`src/verilog/line_bus_pkg.sv`:
```
package line_bus_pkg;

    // Burst geometry.
    localparam int BEAT_BITS        = 64;                          // Bits in one memory beat.
    localparam int LINE_BITS        = 256;                         // Bits in one cache line.
    localparam int BEATS_PER_LINE   = LINE_BITS / BEAT_BITS;       // Four beats per burst.
    localparam int BEAT_IDX_BITS    = $clog2(BEATS_PER_LINE);
    localparam int ADDR_BITS        = 32;
    localparam int LINE_OFFSET_BITS = 5;                           // A line spans 32 bytes.

    // One memory beat.
    typedef logic [BEAT_BITS-1:0] beat_t;

    // One cache line, beat 0 in the lowest bits.
    typedef logic [LINE_BITS-1:0] line_t;

    // Byte address on both sides of the bridge.
    typedef logic [ADDR_BITS-1:0] addr_t;

    // Position of a beat inside its line.
    typedef logic [BEAT_IDX_BITS-1:0] beat_idx_t;

    // Request controller states.
    typedef enum logic [1:0] {
        idle,        // Waiting for a cache strobe.
        read_cmd,    // Read command held until the memory takes it.
        read_wait,   // Collecting the returning beats.
        write_burst  // Sending the four write beats.
    } ctrl_state_t;

endpackage
```
`src/verilog/line_bus_bridge.sv`:
```
`timescale 1ns/1ps

module line_bus_bridge (
    input  logic                clk,
    input  logic                rst,

    // Cache side.
    input  line_bus_pkg::addr_t dfp_addr,
    input  logic                dfp_read,
    input  logic                dfp_write,
    input  line_bus_pkg::line_t dfp_wdata,
    output line_bus_pkg::line_t dfp_rdata,
    output logic                dfp_resp,

    // Memory side.
    output line_bus_pkg::addr_t bmem_addr,
    output logic                bmem_read,
    output logic                bmem_write,
    output line_bus_pkg::beat_t bmem_wdata,
    input  logic                bmem_ready,
    input  line_bus_pkg::addr_t bmem_raddr,     // The bridge ignores the echoed burst address.
    input  line_bus_pkg::beat_t bmem_rdata,
    input  logic                bmem_rvalid
);

    logic fill_start;
    logic fill_done;
    logic drain_load;
    logic drain_advance;
    logic drain_done;

    burst_ctrl i_burst_ctrl (
        .clk           (clk),
        .rst           (rst),
        .dfp_addr      (dfp_addr),
        .dfp_read      (dfp_read),
        .dfp_write     (dfp_write),
        .bmem_ready    (bmem_ready),
        .fill_done     (fill_done),
        .drain_done    (drain_done),
        .bmem_addr     (bmem_addr),
        .bmem_read     (bmem_read),
        .bmem_write    (bmem_write),
        .fill_start    (fill_start),
        .drain_load    (drain_load),
        .drain_advance (drain_advance),
        .dfp_resp      (dfp_resp)
    );

    line_fill i_line_fill (
        .clk         (clk),
        .rst         (rst),
        .fill_start  (fill_start),
        .bmem_rvalid (bmem_rvalid),
        .bmem_rdata  (bmem_rdata),
        .fill_line   (dfp_rdata),
        .fill_done   (fill_done)
    );

    line_drain i_line_drain (
        .clk           (clk),
        .rst           (rst),
        .drain_load    (drain_load),
        .dfp_wdata     (dfp_wdata),
        .drain_advance (drain_advance),
        .drain_beat    (bmem_wdata),
        .drain_done    (drain_done)
    );

endmodule

```
`src/verilog/burst_ctrl.sv`:
```
`timescale 1ns/1ps

module burst_ctrl (
    input  logic                clk,
    input  logic                rst,

    input  line_bus_pkg::addr_t dfp_addr,
    input  logic                dfp_read,
    input  logic                dfp_write,
    input  logic                bmem_ready,
    input  logic                fill_done,
    input  logic                drain_done,

    output line_bus_pkg::addr_t bmem_addr,
    output logic                bmem_read,
    output logic                bmem_write,
    output logic                fill_start,
    output logic                drain_load,
    output logic                drain_advance,
    output logic                dfp_resp
);

    line_bus_pkg::ctrl_state_t state;
    line_bus_pkg::ctrl_state_t state_next;
    line_bus_pkg::addr_t       aligned_addr;
    logic                      read_req;
    logic                      write_req;
    logic                      done;

    // Strobes count only in idle; anything else is dropped. Read wins a tie.
    assign read_req  = (state == line_bus_pkg::idle) && dfp_read;
    assign write_req = (state == line_bus_pkg::idle) && dfp_write && !dfp_read;

    assign aligned_addr = {dfp_addr[line_bus_pkg::ADDR_BITS-1:line_bus_pkg::LINE_OFFSET_BITS],
                           {line_bus_pkg::LINE_OFFSET_BITS{1'b0}}};

    assign fill_start = read_req;
    assign drain_load = write_req;

    // Commands follow the state, so they rise the cycle after the strobe.
    assign bmem_read     = (state == line_bus_pkg::read_cmd);
    assign bmem_write    = (state == line_bus_pkg::write_burst);
    assign drain_advance = bmem_write && bmem_ready;

    // Either path finishing in its own state.
    assign done = ((state == line_bus_pkg::read_wait) && fill_done) ||
                  ((state == line_bus_pkg::write_burst) && drain_done);

    always_comb begin
        state_next = state;
        case (state)
            line_bus_pkg::idle: begin
                if (read_req) begin
                    state_next = line_bus_pkg::read_cmd;
                end else if (write_req) begin
                    state_next = line_bus_pkg::write_burst;
                end
            end
            line_bus_pkg::read_cmd: begin
                if (bmem_ready) begin
                    state_next = line_bus_pkg::read_wait;   // Command taken.
                end
            end
            line_bus_pkg::read_wait: begin
                if (fill_done) begin
                    state_next = line_bus_pkg::idle;
                end
            end
            line_bus_pkg::write_burst: begin
                if (drain_done) begin
                    state_next = line_bus_pkg::idle;
                end
            end
            default: begin
                state_next = line_bus_pkg::idle;
            end
        endcase
    end

    always_ff @(posedge clk or posedge rst) begin
        if (rst) begin
            state     <= line_bus_pkg::idle;
            bmem_addr <= '0;
            dfp_resp  <= 1'b0;
        end else begin
            state    <= state_next;
            dfp_resp <= done;                   // One cycle after the last beat.
            if (read_req || write_req) begin
                bmem_addr <= aligned_addr;      // Held for the whole burst.
            end
        end
    end

endmodule

```
`src/verilog/line_drain.sv`:
```
`timescale 1ns/1ps

module line_drain (
    input  logic                clk,
    input  logic                rst,

    input  logic                drain_load,
    input  line_bus_pkg::line_t dfp_wdata,
    input  logic                drain_advance,

    output line_bus_pkg::beat_t drain_beat,
    output logic                drain_done
);

    line_bus_pkg::line_t     line_q;
    line_bus_pkg::beat_idx_t beat_idx;
    logic                    last_beat;

    assign last_beat = (beat_idx == line_bus_pkg::beat_idx_t'(line_bus_pkg::BEATS_PER_LINE - 1));

    // Current beat on the memory bus.
    assign drain_beat = line_q[beat_idx*line_bus_pkg::BEAT_BITS +: line_bus_pkg::BEAT_BITS];

    // Acceptance of the last beat ends the burst.
    assign drain_done = drain_advance && last_beat;

    always_ff @(posedge clk) begin
        if (drain_load) begin
            line_q <= dfp_wdata;
        end
    end

    always_ff @(posedge clk or posedge rst) begin
        if (rst) begin
            beat_idx <= '0;
        end else if (drain_load) begin
            beat_idx <= '0;
        end else if (drain_advance) begin
            beat_idx <= beat_idx + 1'b1;    // Back to zero after the fourth beat.
        end
    end

endmodule

```
`src/verilog/line_fill.sv`:
```
`timescale 1ns/1ps

module line_fill (
    input  logic                clk,
    input  logic                rst,

    input  logic                fill_start,
    input  logic                bmem_rvalid,
    input  line_bus_pkg::beat_t bmem_rdata,

    output line_bus_pkg::line_t fill_line,
    output logic                fill_done
);

    line_bus_pkg::beat_idx_t beat_cnt;
    line_bus_pkg::line_t     accum;
    logic                    last_beat;

    assign last_beat = (beat_cnt == line_bus_pkg::beat_idx_t'(line_bus_pkg::BEATS_PER_LINE - 1));

    // The line is complete in the cycle of its fourth beat.
    assign fill_done = bmem_rvalid && last_beat;

    always_ff @(posedge clk or posedge rst) begin
        if (rst) begin
            beat_cnt <= '0;
        end else if (fill_start) begin
            beat_cnt <= '0;                 // Drops any stray beat count.
        end else if (bmem_rvalid) begin
            beat_cnt <= beat_cnt + 1'b1;    // Wraps to zero after the last beat.
        end
    end

    always_ff @(posedge clk) begin
        if (bmem_rvalid) begin
            accum[beat_cnt*line_bus_pkg::BEAT_BITS +: line_bus_pkg::BEAT_BITS] <= bmem_rdata;
        end
    end

    // The finished line stays on fill_line until the next one completes.
    always_ff @(posedge clk or posedge rst) begin
        if (rst) begin
            fill_line <= '0;
        end else if (fill_done) begin
            fill_line <= {bmem_rdata,
                          accum[line_bus_pkg::LINE_BITS-line_bus_pkg::BEAT_BITS-1:0]};
        end
    end

endmodule

```
`config.mk`:
```
export PLATFORM = sky130hd
export DESIGN_NAME = line_bus_bridge
export DESIGN_NICKNAME = d
export VERILOG_FILES = /design/src/verilog/line_bus_pkg.sv /design/src/verilog/line_bus_bridge.sv /design/src/verilog/burst_ctrl.sv /design/src/verilog/line_drain.sv /design/src/verilog/line_fill.sv
export SDC_FILE = /design/constraint.sdc
export NUM_CORES = 1
export LEC_CHECK = 0
export CAP_MARGIN = 20
export CORE_ASPECT_RATIO = 0.6
export CORE_MARGIN = 5
export CORE_UTILIZATION = 28
export DETAILED_ROUTE_END_ITERATION = 8
export DONT_BUFFER_PORTS = 1
export PLACE_DENSITY = 0.39
export SLEW_MARGIN = 30
export SYNTH_ARGS = -nofsm -noshare
export SYNTH_HDL_FRONTEND = slang
export SYNTH_HIERARCHICAL = 1
export SYNTH_SLANG_ARGS = --single-unit
```
`constraint.sdc`:
```
create_clock -name clk -period 37.1 [get_ports clk]
set_input_delay 1.855 -clock clk [delete_from_list [all_inputs] [get_ports clk]]
set_output_delay 1.855 -clock clk [all_outputs]
set_load 0.02 [all_outputs]
```
* Word level (Yosys, flattened, before mapping)
Index checks and enable logic that the tools add are counted.
Operators by class: add/sub/neg operators 3, equal/unequal tests 9, shifts and indexed selects 3, mux-type cells 11, reductions and logical operators 15
Operators by type and width (number):
- bitwise mux 256 bit | 1
- variable shift 64 x 34 -> 256 bit (first input constant) | 1
- variable part select 256 x 9 -> 64 bit | 1
- variable part select 64 x 34 -> 256 bit | 1
- negation 8 -> 34 bit | 1
- two-way mux 2 bit | 9
- == test 2 bit (second input constant) | 4
- logical AND 1 bit | 8
- one-hot mux 2 bit (4 select lines) | 1
- != test 2 x 1 -> 1 bit (second input constant) | 3
- adder 2 x 1 -> 2 bit (second input constant) | 2
- AND reduction 4 bit | 1
- nonzero test 2 bit | 2
- != test 3 x 1 -> 1 bit (second input constant) | 1
- == test 2 x 1 -> 1 bit (second input constant) | 1
- zero test 2 bit | 1
- logical OR 1 bit | 2
- zero test 1 bit | 1
Storage, ports and cells: flip-flop bits (word level) 802, bits of input ports 390, word-level logic and storage cells 49

* Depth between registers and ports, before layout
word-level depth 6, gate-level depth with buffers 8, gate-level depth less buffers 5

* By module
Netlist, hierarchy kept.
Modules (own cells, without submodules):
- line_fill | times used 1, cells each 969, area an instance 17977.2 µm², sequential area each 12221.7 µm²
- line_drain | times used 1, cells each 343, area an instance 9380.2 µm², sequential area each 7737.4 µm²
- burst_ctrl | times used 1, cells each 83, area an instance 1239.9 µm², sequential area each 750.7 µm²

* Worst setup path after synthesis
OpenSTA, ideal clock, no wires.
path kind input to register, start input dfp_read, end register i_line_drain.line_q[0] (enable), library setup time 1.608 ns, data arrival time 28.441 ns, required time 35.492 ns, path slack 7.052 ns, stages on the path 1, path through nor4b_1
Between the ends: word-level cells in the longest chain between the ends 2
RTL lines:
- start: declaration | line line_bus_bridge.sv:9 | input logic dfp_read,
- zero test 1 bit | line burst_ctrl.sv:32 | assign write_req = (state == line_bus_pkg::idle) && dfp_write && !dfp_read;
- logical AND 1 bit | line burst_ctrl.sv:32
- end signal: assignment | line line_drain.sv:29 | line_q <= dfp_wdata;
- end: declaration | line line_drain.sv:15 | line_bus_pkg::line_t line_q;
Every way passes these cells. A chain may end at the register's enable or synchronous reset.

* Worst setup path after layout
start register i_line_drain.beat_idx[0], end output bmem_wdata[60]
Between the ends: word-level cells in the longest chain between the ends 1
RTL lines:
- start: declaration | line line_drain.sv:16 | line_bus_pkg::beat_idx_t beat_idx;
- start signal: assignment | line line_drain.sv:39 | beat_idx <= beat_idx + 1'b1;
- variable part select 256 x 9 -> 64 bit | line line_drain.sv:22 | assign drain_beat = line_q[beat_idx*line_bus_pkg::BEAT_BITS +: line_bus_pkg::BEAT_BITS];
- end: declaration | line line_bus_bridge.sv:19 | output line_bus_pkg::beat_t bmem_wdata,
Every way passes these cells.

==> Implementation_results.wiki <==
{| class="wikitable"
! Metric !! Value
|-
| List of cells traversed by the critical path || buf_4 > mux4_2
|-
| Clock tree from TritonCTS || built
|-
| Combinational share of power || around 22%
|-
| Detailed-route wire length || between 80 and 90 mm
|-
| Vias in the first global route || between 10000 and 15000
|-
| Postcts setup bufs || 0
|-
| Part of the Yosys area used for sequential elements || between 70% and 80%
|-
| Internal || 1919 uW
|-
| Maximum number of pins on one net before global-route repair || 124
|-
| Source-to-sink clock delay at the later pin of the worst-skew pair || between 0.6 and 0.7 ns
|-
| Site row count || 90
|-
| Buffers on Ports || 0
|-
| Max Clk Rate || approximately 200 MHz
|-
| DRC violation total after the first TritonRoute iteration || approximately 870
|-
| Final-layout worst hold slack || roughly 0.45 ns
|-
| Setup_tns || 0 ns
|-
| CP Capture Type || primary output
|-
| Power Density || between 90 and 100 mW/mm2
|-
| Most common library cells after synthesis || 448 x sky130_fd_sc_hd__edfxtp_1, 290 x sky130_fd_sc_hd__dfrtp_1, 229 x sky130_fd_sc_hd__mux2_4
|-
| Post-detailed-placement half-perimeter wirelength || around 54 mm
|-
| Largest incremental delay on the critical path || 0.87 ns
|-
| Area added between synthesis and finish || 12.78%
|-
| Final max-slew violation count || 0
|-
| Die ar. || around 0.11 mm2
|-
| Count of endpoints failing setup in the final report || 0
|-
| Global route total overflow || 0
|-
| Instance area after placement || about 0.03 mm2
|-
| Worst-case vdd ir drop || approximately 0.000045 V
|-
| Worst path required time || 35.24 ns
|-
| Period Utilization, post-route || between 10% and 20%
|-
| NumNets Final || between 1500 and 2000
|-
| Max Cap Violations || 0
|-
| Count of buffering cells on the critical path with inverters included || 1
|-
| CP Launch Type || flop
|-
| Clock Power Share || a little over a quarter
|-
| Fraction of registers with async set/reset || approximately two fifths
|-
| Unrepaired setup endpoints after global routing || no
|-
| Share of total power consumed by net switching || about 35%
|-
| Via density per instance || between 4 and 5
|-
| Setup skew after layout || ~0.025 ns
|-
| Io pins || around 750
|-
| Minimum clock period after layout || a little under 5 ns
|-
| Wire length on met3 || ~4.9 mm
|-
| CP Class || flop to primary output
|-
| Number of antenna violations at the first check in global routing || 13
|-
| Static leakage || ~0.012 uW
|-
| DRC violations left || 0
|-
| Number of different library cells in the post-synthesis netlist || 34
|-
| Horiz. Die Dim || between 400 and 500 um
|-
| Largest fanout on the critical path || 35
|-
| Top cells by area, synth || sky130_fd_sc_hd__edfxtp_1 47%, sky130_fd_sc_hd__dfrtp_1 25%, sky130_fd_sc_hd__mux2_4 12%
|-
| Cell type group with the largest total delay on the critical path || flip-flops
|-
| Sink Count || 738
|-
| CTS resizes || 0
|-
| Placer's final routability congestion estimate || 0.8041
|-
| Main flop type after synthesis || sky130_fd_sc_hd__edfxtp_1
|-
| Wire per inst || roughly 28 um
|-
| Kind of path behind the tightest hold check || flop to flop
|-
| Hold Vio Cnt, Final || 0
|-
| Post-Synthesis Cells || between 1000 and 1500
|-
| Via count || between 10000 and 15000
|-
| Sequential share of power || 51.5%
|-
| Synthesized area per cell || 20.50 um2
|-
| Reg clk slew, reported paths || approximately 0.06 ns
|-
| Design area || roughly 0.032 mm2
|-
| All-Layer GR Usage || 14.30%
|-
| H-tree level count || 3
|-
| First-pass GRT wire length || 110.4 mm
|-
| Share of layout cells above drive strength 1 || 32.55%
|-
| Post-synthesis instance area || 0.02860 mm2
|-
| Pin slew with the least headroom to its limit || around 0.95 ns
|-
| Post-synth top area share || 47.04%
|-
| Standard cell with the maximum stage delay on the critical path || sky130_fd_sc_hd__dfrtp_4
|-
| Leading cell type by number of instances after synthesis || sky130_fd_sc_hd__edfxtp_1
|-
| Clock buffer count from CTS || 75
|-
| Remaining number of nets flagged by the antenna check after routing || 0
|-
| Met2 layer wire length in the routed design || 42.14 mm
|-
| Area of the core region || 0.1009 mm2
|-
| Most area-hungry cell type in the Yosys netlist || sky130_fd_sc_hd__edfxtp_1
|-
| Total iterations of the first detailed-routing run || 4
|-
| Post-synthesis register bit count || roughly 740
|-
| Power dissipated by switching net loads || approximately 1100 uW
|-
| Routed met1 length || between 30 and 40 mm
|-
| Number of synthesized flops with an enable pin || about 450
|-
| Bufs on Longest Clock Path || 3
|-
| Height of the die || between 200 and 300 um
|-
| Number of warnings issued by yosys || 6
|-
| Top layer used by detailed routing || met5
|-
| Effective utilization at floorplan || between 20 and 30%
|-
| Post-cts hold buffer count || 0
|-
| Root cell of the clock tree || sky130_fd_sc_hd__clkbuf_16
|-
| Max-slew headroom || 36.80%
|-
| Critical Path AT || ~3 ns
|-
| Run status || finished clean
|}
layout by cell type (no fill, tap or decap), types with 3 or more instances in the layout:
cell | synthesis | routed
sky130_fd_sc_hd__and2_1 | 194 | 191
sky130_fd_sc_hd__and2_4 | 1 | 4
sky130_fd_sc_hd__and3_1 | 3 | 3
sky130_fd_sc_hd__buf_4 | 8 | 11
sky130_fd_sc_hd__buf_6 | 5 | 6
sky130_fd_sc_hd__bufinv_16 | 0 | 5
sky130_fd_sc_hd__clkbuf_1 | 7 | 12
sky130_fd_sc_hd__clkbuf_16 | 0 | 80
sky130_fd_sc_hd__clkbuf_8 | 0 | 9
sky130_fd_sc_hd__clkinv_1 | 0 | 5
sky130_fd_sc_hd__clkinv_2 | 0 | 12
sky130_fd_sc_hd__clkinvlp_4 | 0 | 4
sky130_fd_sc_hd__conb_1 | 1 | 5
sky130_fd_sc_hd__dfrtp_1 | 290 | 288
sky130_fd_sc_hd__diode_2 | 0 | 7
sky130_fd_sc_hd__edfxtp_1 | 448 | 448
sky130_fd_sc_hd__ha_1 | 6 | 6
sky130_fd_sc_hd__inv_1 | 7 | 5
sky130_fd_sc_hd__inv_6 | 0 | 6
sky130_fd_sc_hd__mux2_1 | 19 | 19
sky130_fd_sc_hd__mux2_2 | 35 | 35
sky130_fd_sc_hd__mux2_4 | 229 | 229
sky130_fd_sc_hd__mux2i_1 | 3 | 3
sky130_fd_sc_hd__mux4_2 | 64 | 64
sky130_fd_sc_hd__nor2_1 | 6 | 6
routing by layer:
metal  track usage (%)  up-vias
met5                 0        -
met4             3.455        2
met3             4.780       93
met2             24.70      330
met1             17.33     6592
li1                  -     5264
layout make-up:
class | count | area, um2
clock buffers | 101 | 2171
diodes | 7 | 17.52
inverters | 7 | 33.78
fillers | 9671 | 68640
multi-input cells | 582 | 7068
repair buffers | 20 | 217.7
flip-flops and latches | 738 | 20710
clock inverters | 36 | 361.6
well taps | 1334 | 1669
cell families (layout without fill, tap and decap cells):
family	after synthesis	after routing	synth area share, %
DFF	738	738	72.42
adders and majority gates	6	6	0.2625
other	1	12	0.01311
AOI/OAI and AO/OA	3	3	0.07001
muxes	350	350	19.29
buffers and inverters	79	164	3.023
xor gates and xnor gates	2	2	0.06126
and+or+nand+nor	216	216	4.856
sequential cells by signal, summed over array words and instances (netlist names):
register                flops
i_line_fill/accum         192
i_line_drain/beat_idx       2
i_line_fill/fill_line     256
i_burst_ctrl/dfp_resp       1
i_line_fill/beat_cnt        2
i_burst_ctrl/state          2
i_line_drain/line_q       256
i_burst_ctrl/bmem_addr     27
metrics by stage:
step           util, %  total power (uW)  worst slack, ns  instances
6_report         31.97              2973            32.17       2825
5_1_grt          31.96              3109            31.90       2821
4_1_cts          31.91              3039            32.00       2817
3_5_place_dp     29.40              2236            32.28       2680
3_3_place_gp     29.37              2226            32.14       2679
2_1_floorplan        -              2039            7.052       1399
power groups by stage:
stage	clock (uW)	combinational (uW)	sequential, uW
floorplan	0	588	1450
global placement	0	664	1560
detailed placement	0	674	1560
CTS	816	676	1550
global route	848	702	1560
finish	785	656	1530
final timing paths:
path | startpoint | endpoint | slack, ns | depth (start not counted)
min in group asynchronous | rst | i_line_drain/beat_idx[0]$_DFFE_PP0P_ | 0.94 | 1
max in group asynchronous | rst | i_line_fill/fill_line[219]$_DFFE_PP0P_ | 34.57 | 2
hold / removal | i_line_fill/accum[95]$_DFFE_PP_ | i_line_fill/fill_line[95]$_DFFE_PP0P_ | 0.45 | 1
setup / recovery | i_line_drain/beat_idx[0]$_DFFE_PP0P_ | bmem_wdata[60] | 32.17 | 2
setup reg to reg | i_line_fill/beat_cnt[0]$_DFFE_PP0P_ | i_line_fill/fill_line[111]$_DFFE_PP0P_ | 33.41 | 6
hold reg to reg | i_line_fill/accum[95]$_DFFE_PP_ | i_line_fill/fill_line[95]$_DFFE_PP0P_ | 0.45 | 1
Note: power is estimated with default switching activity, not from simulation.
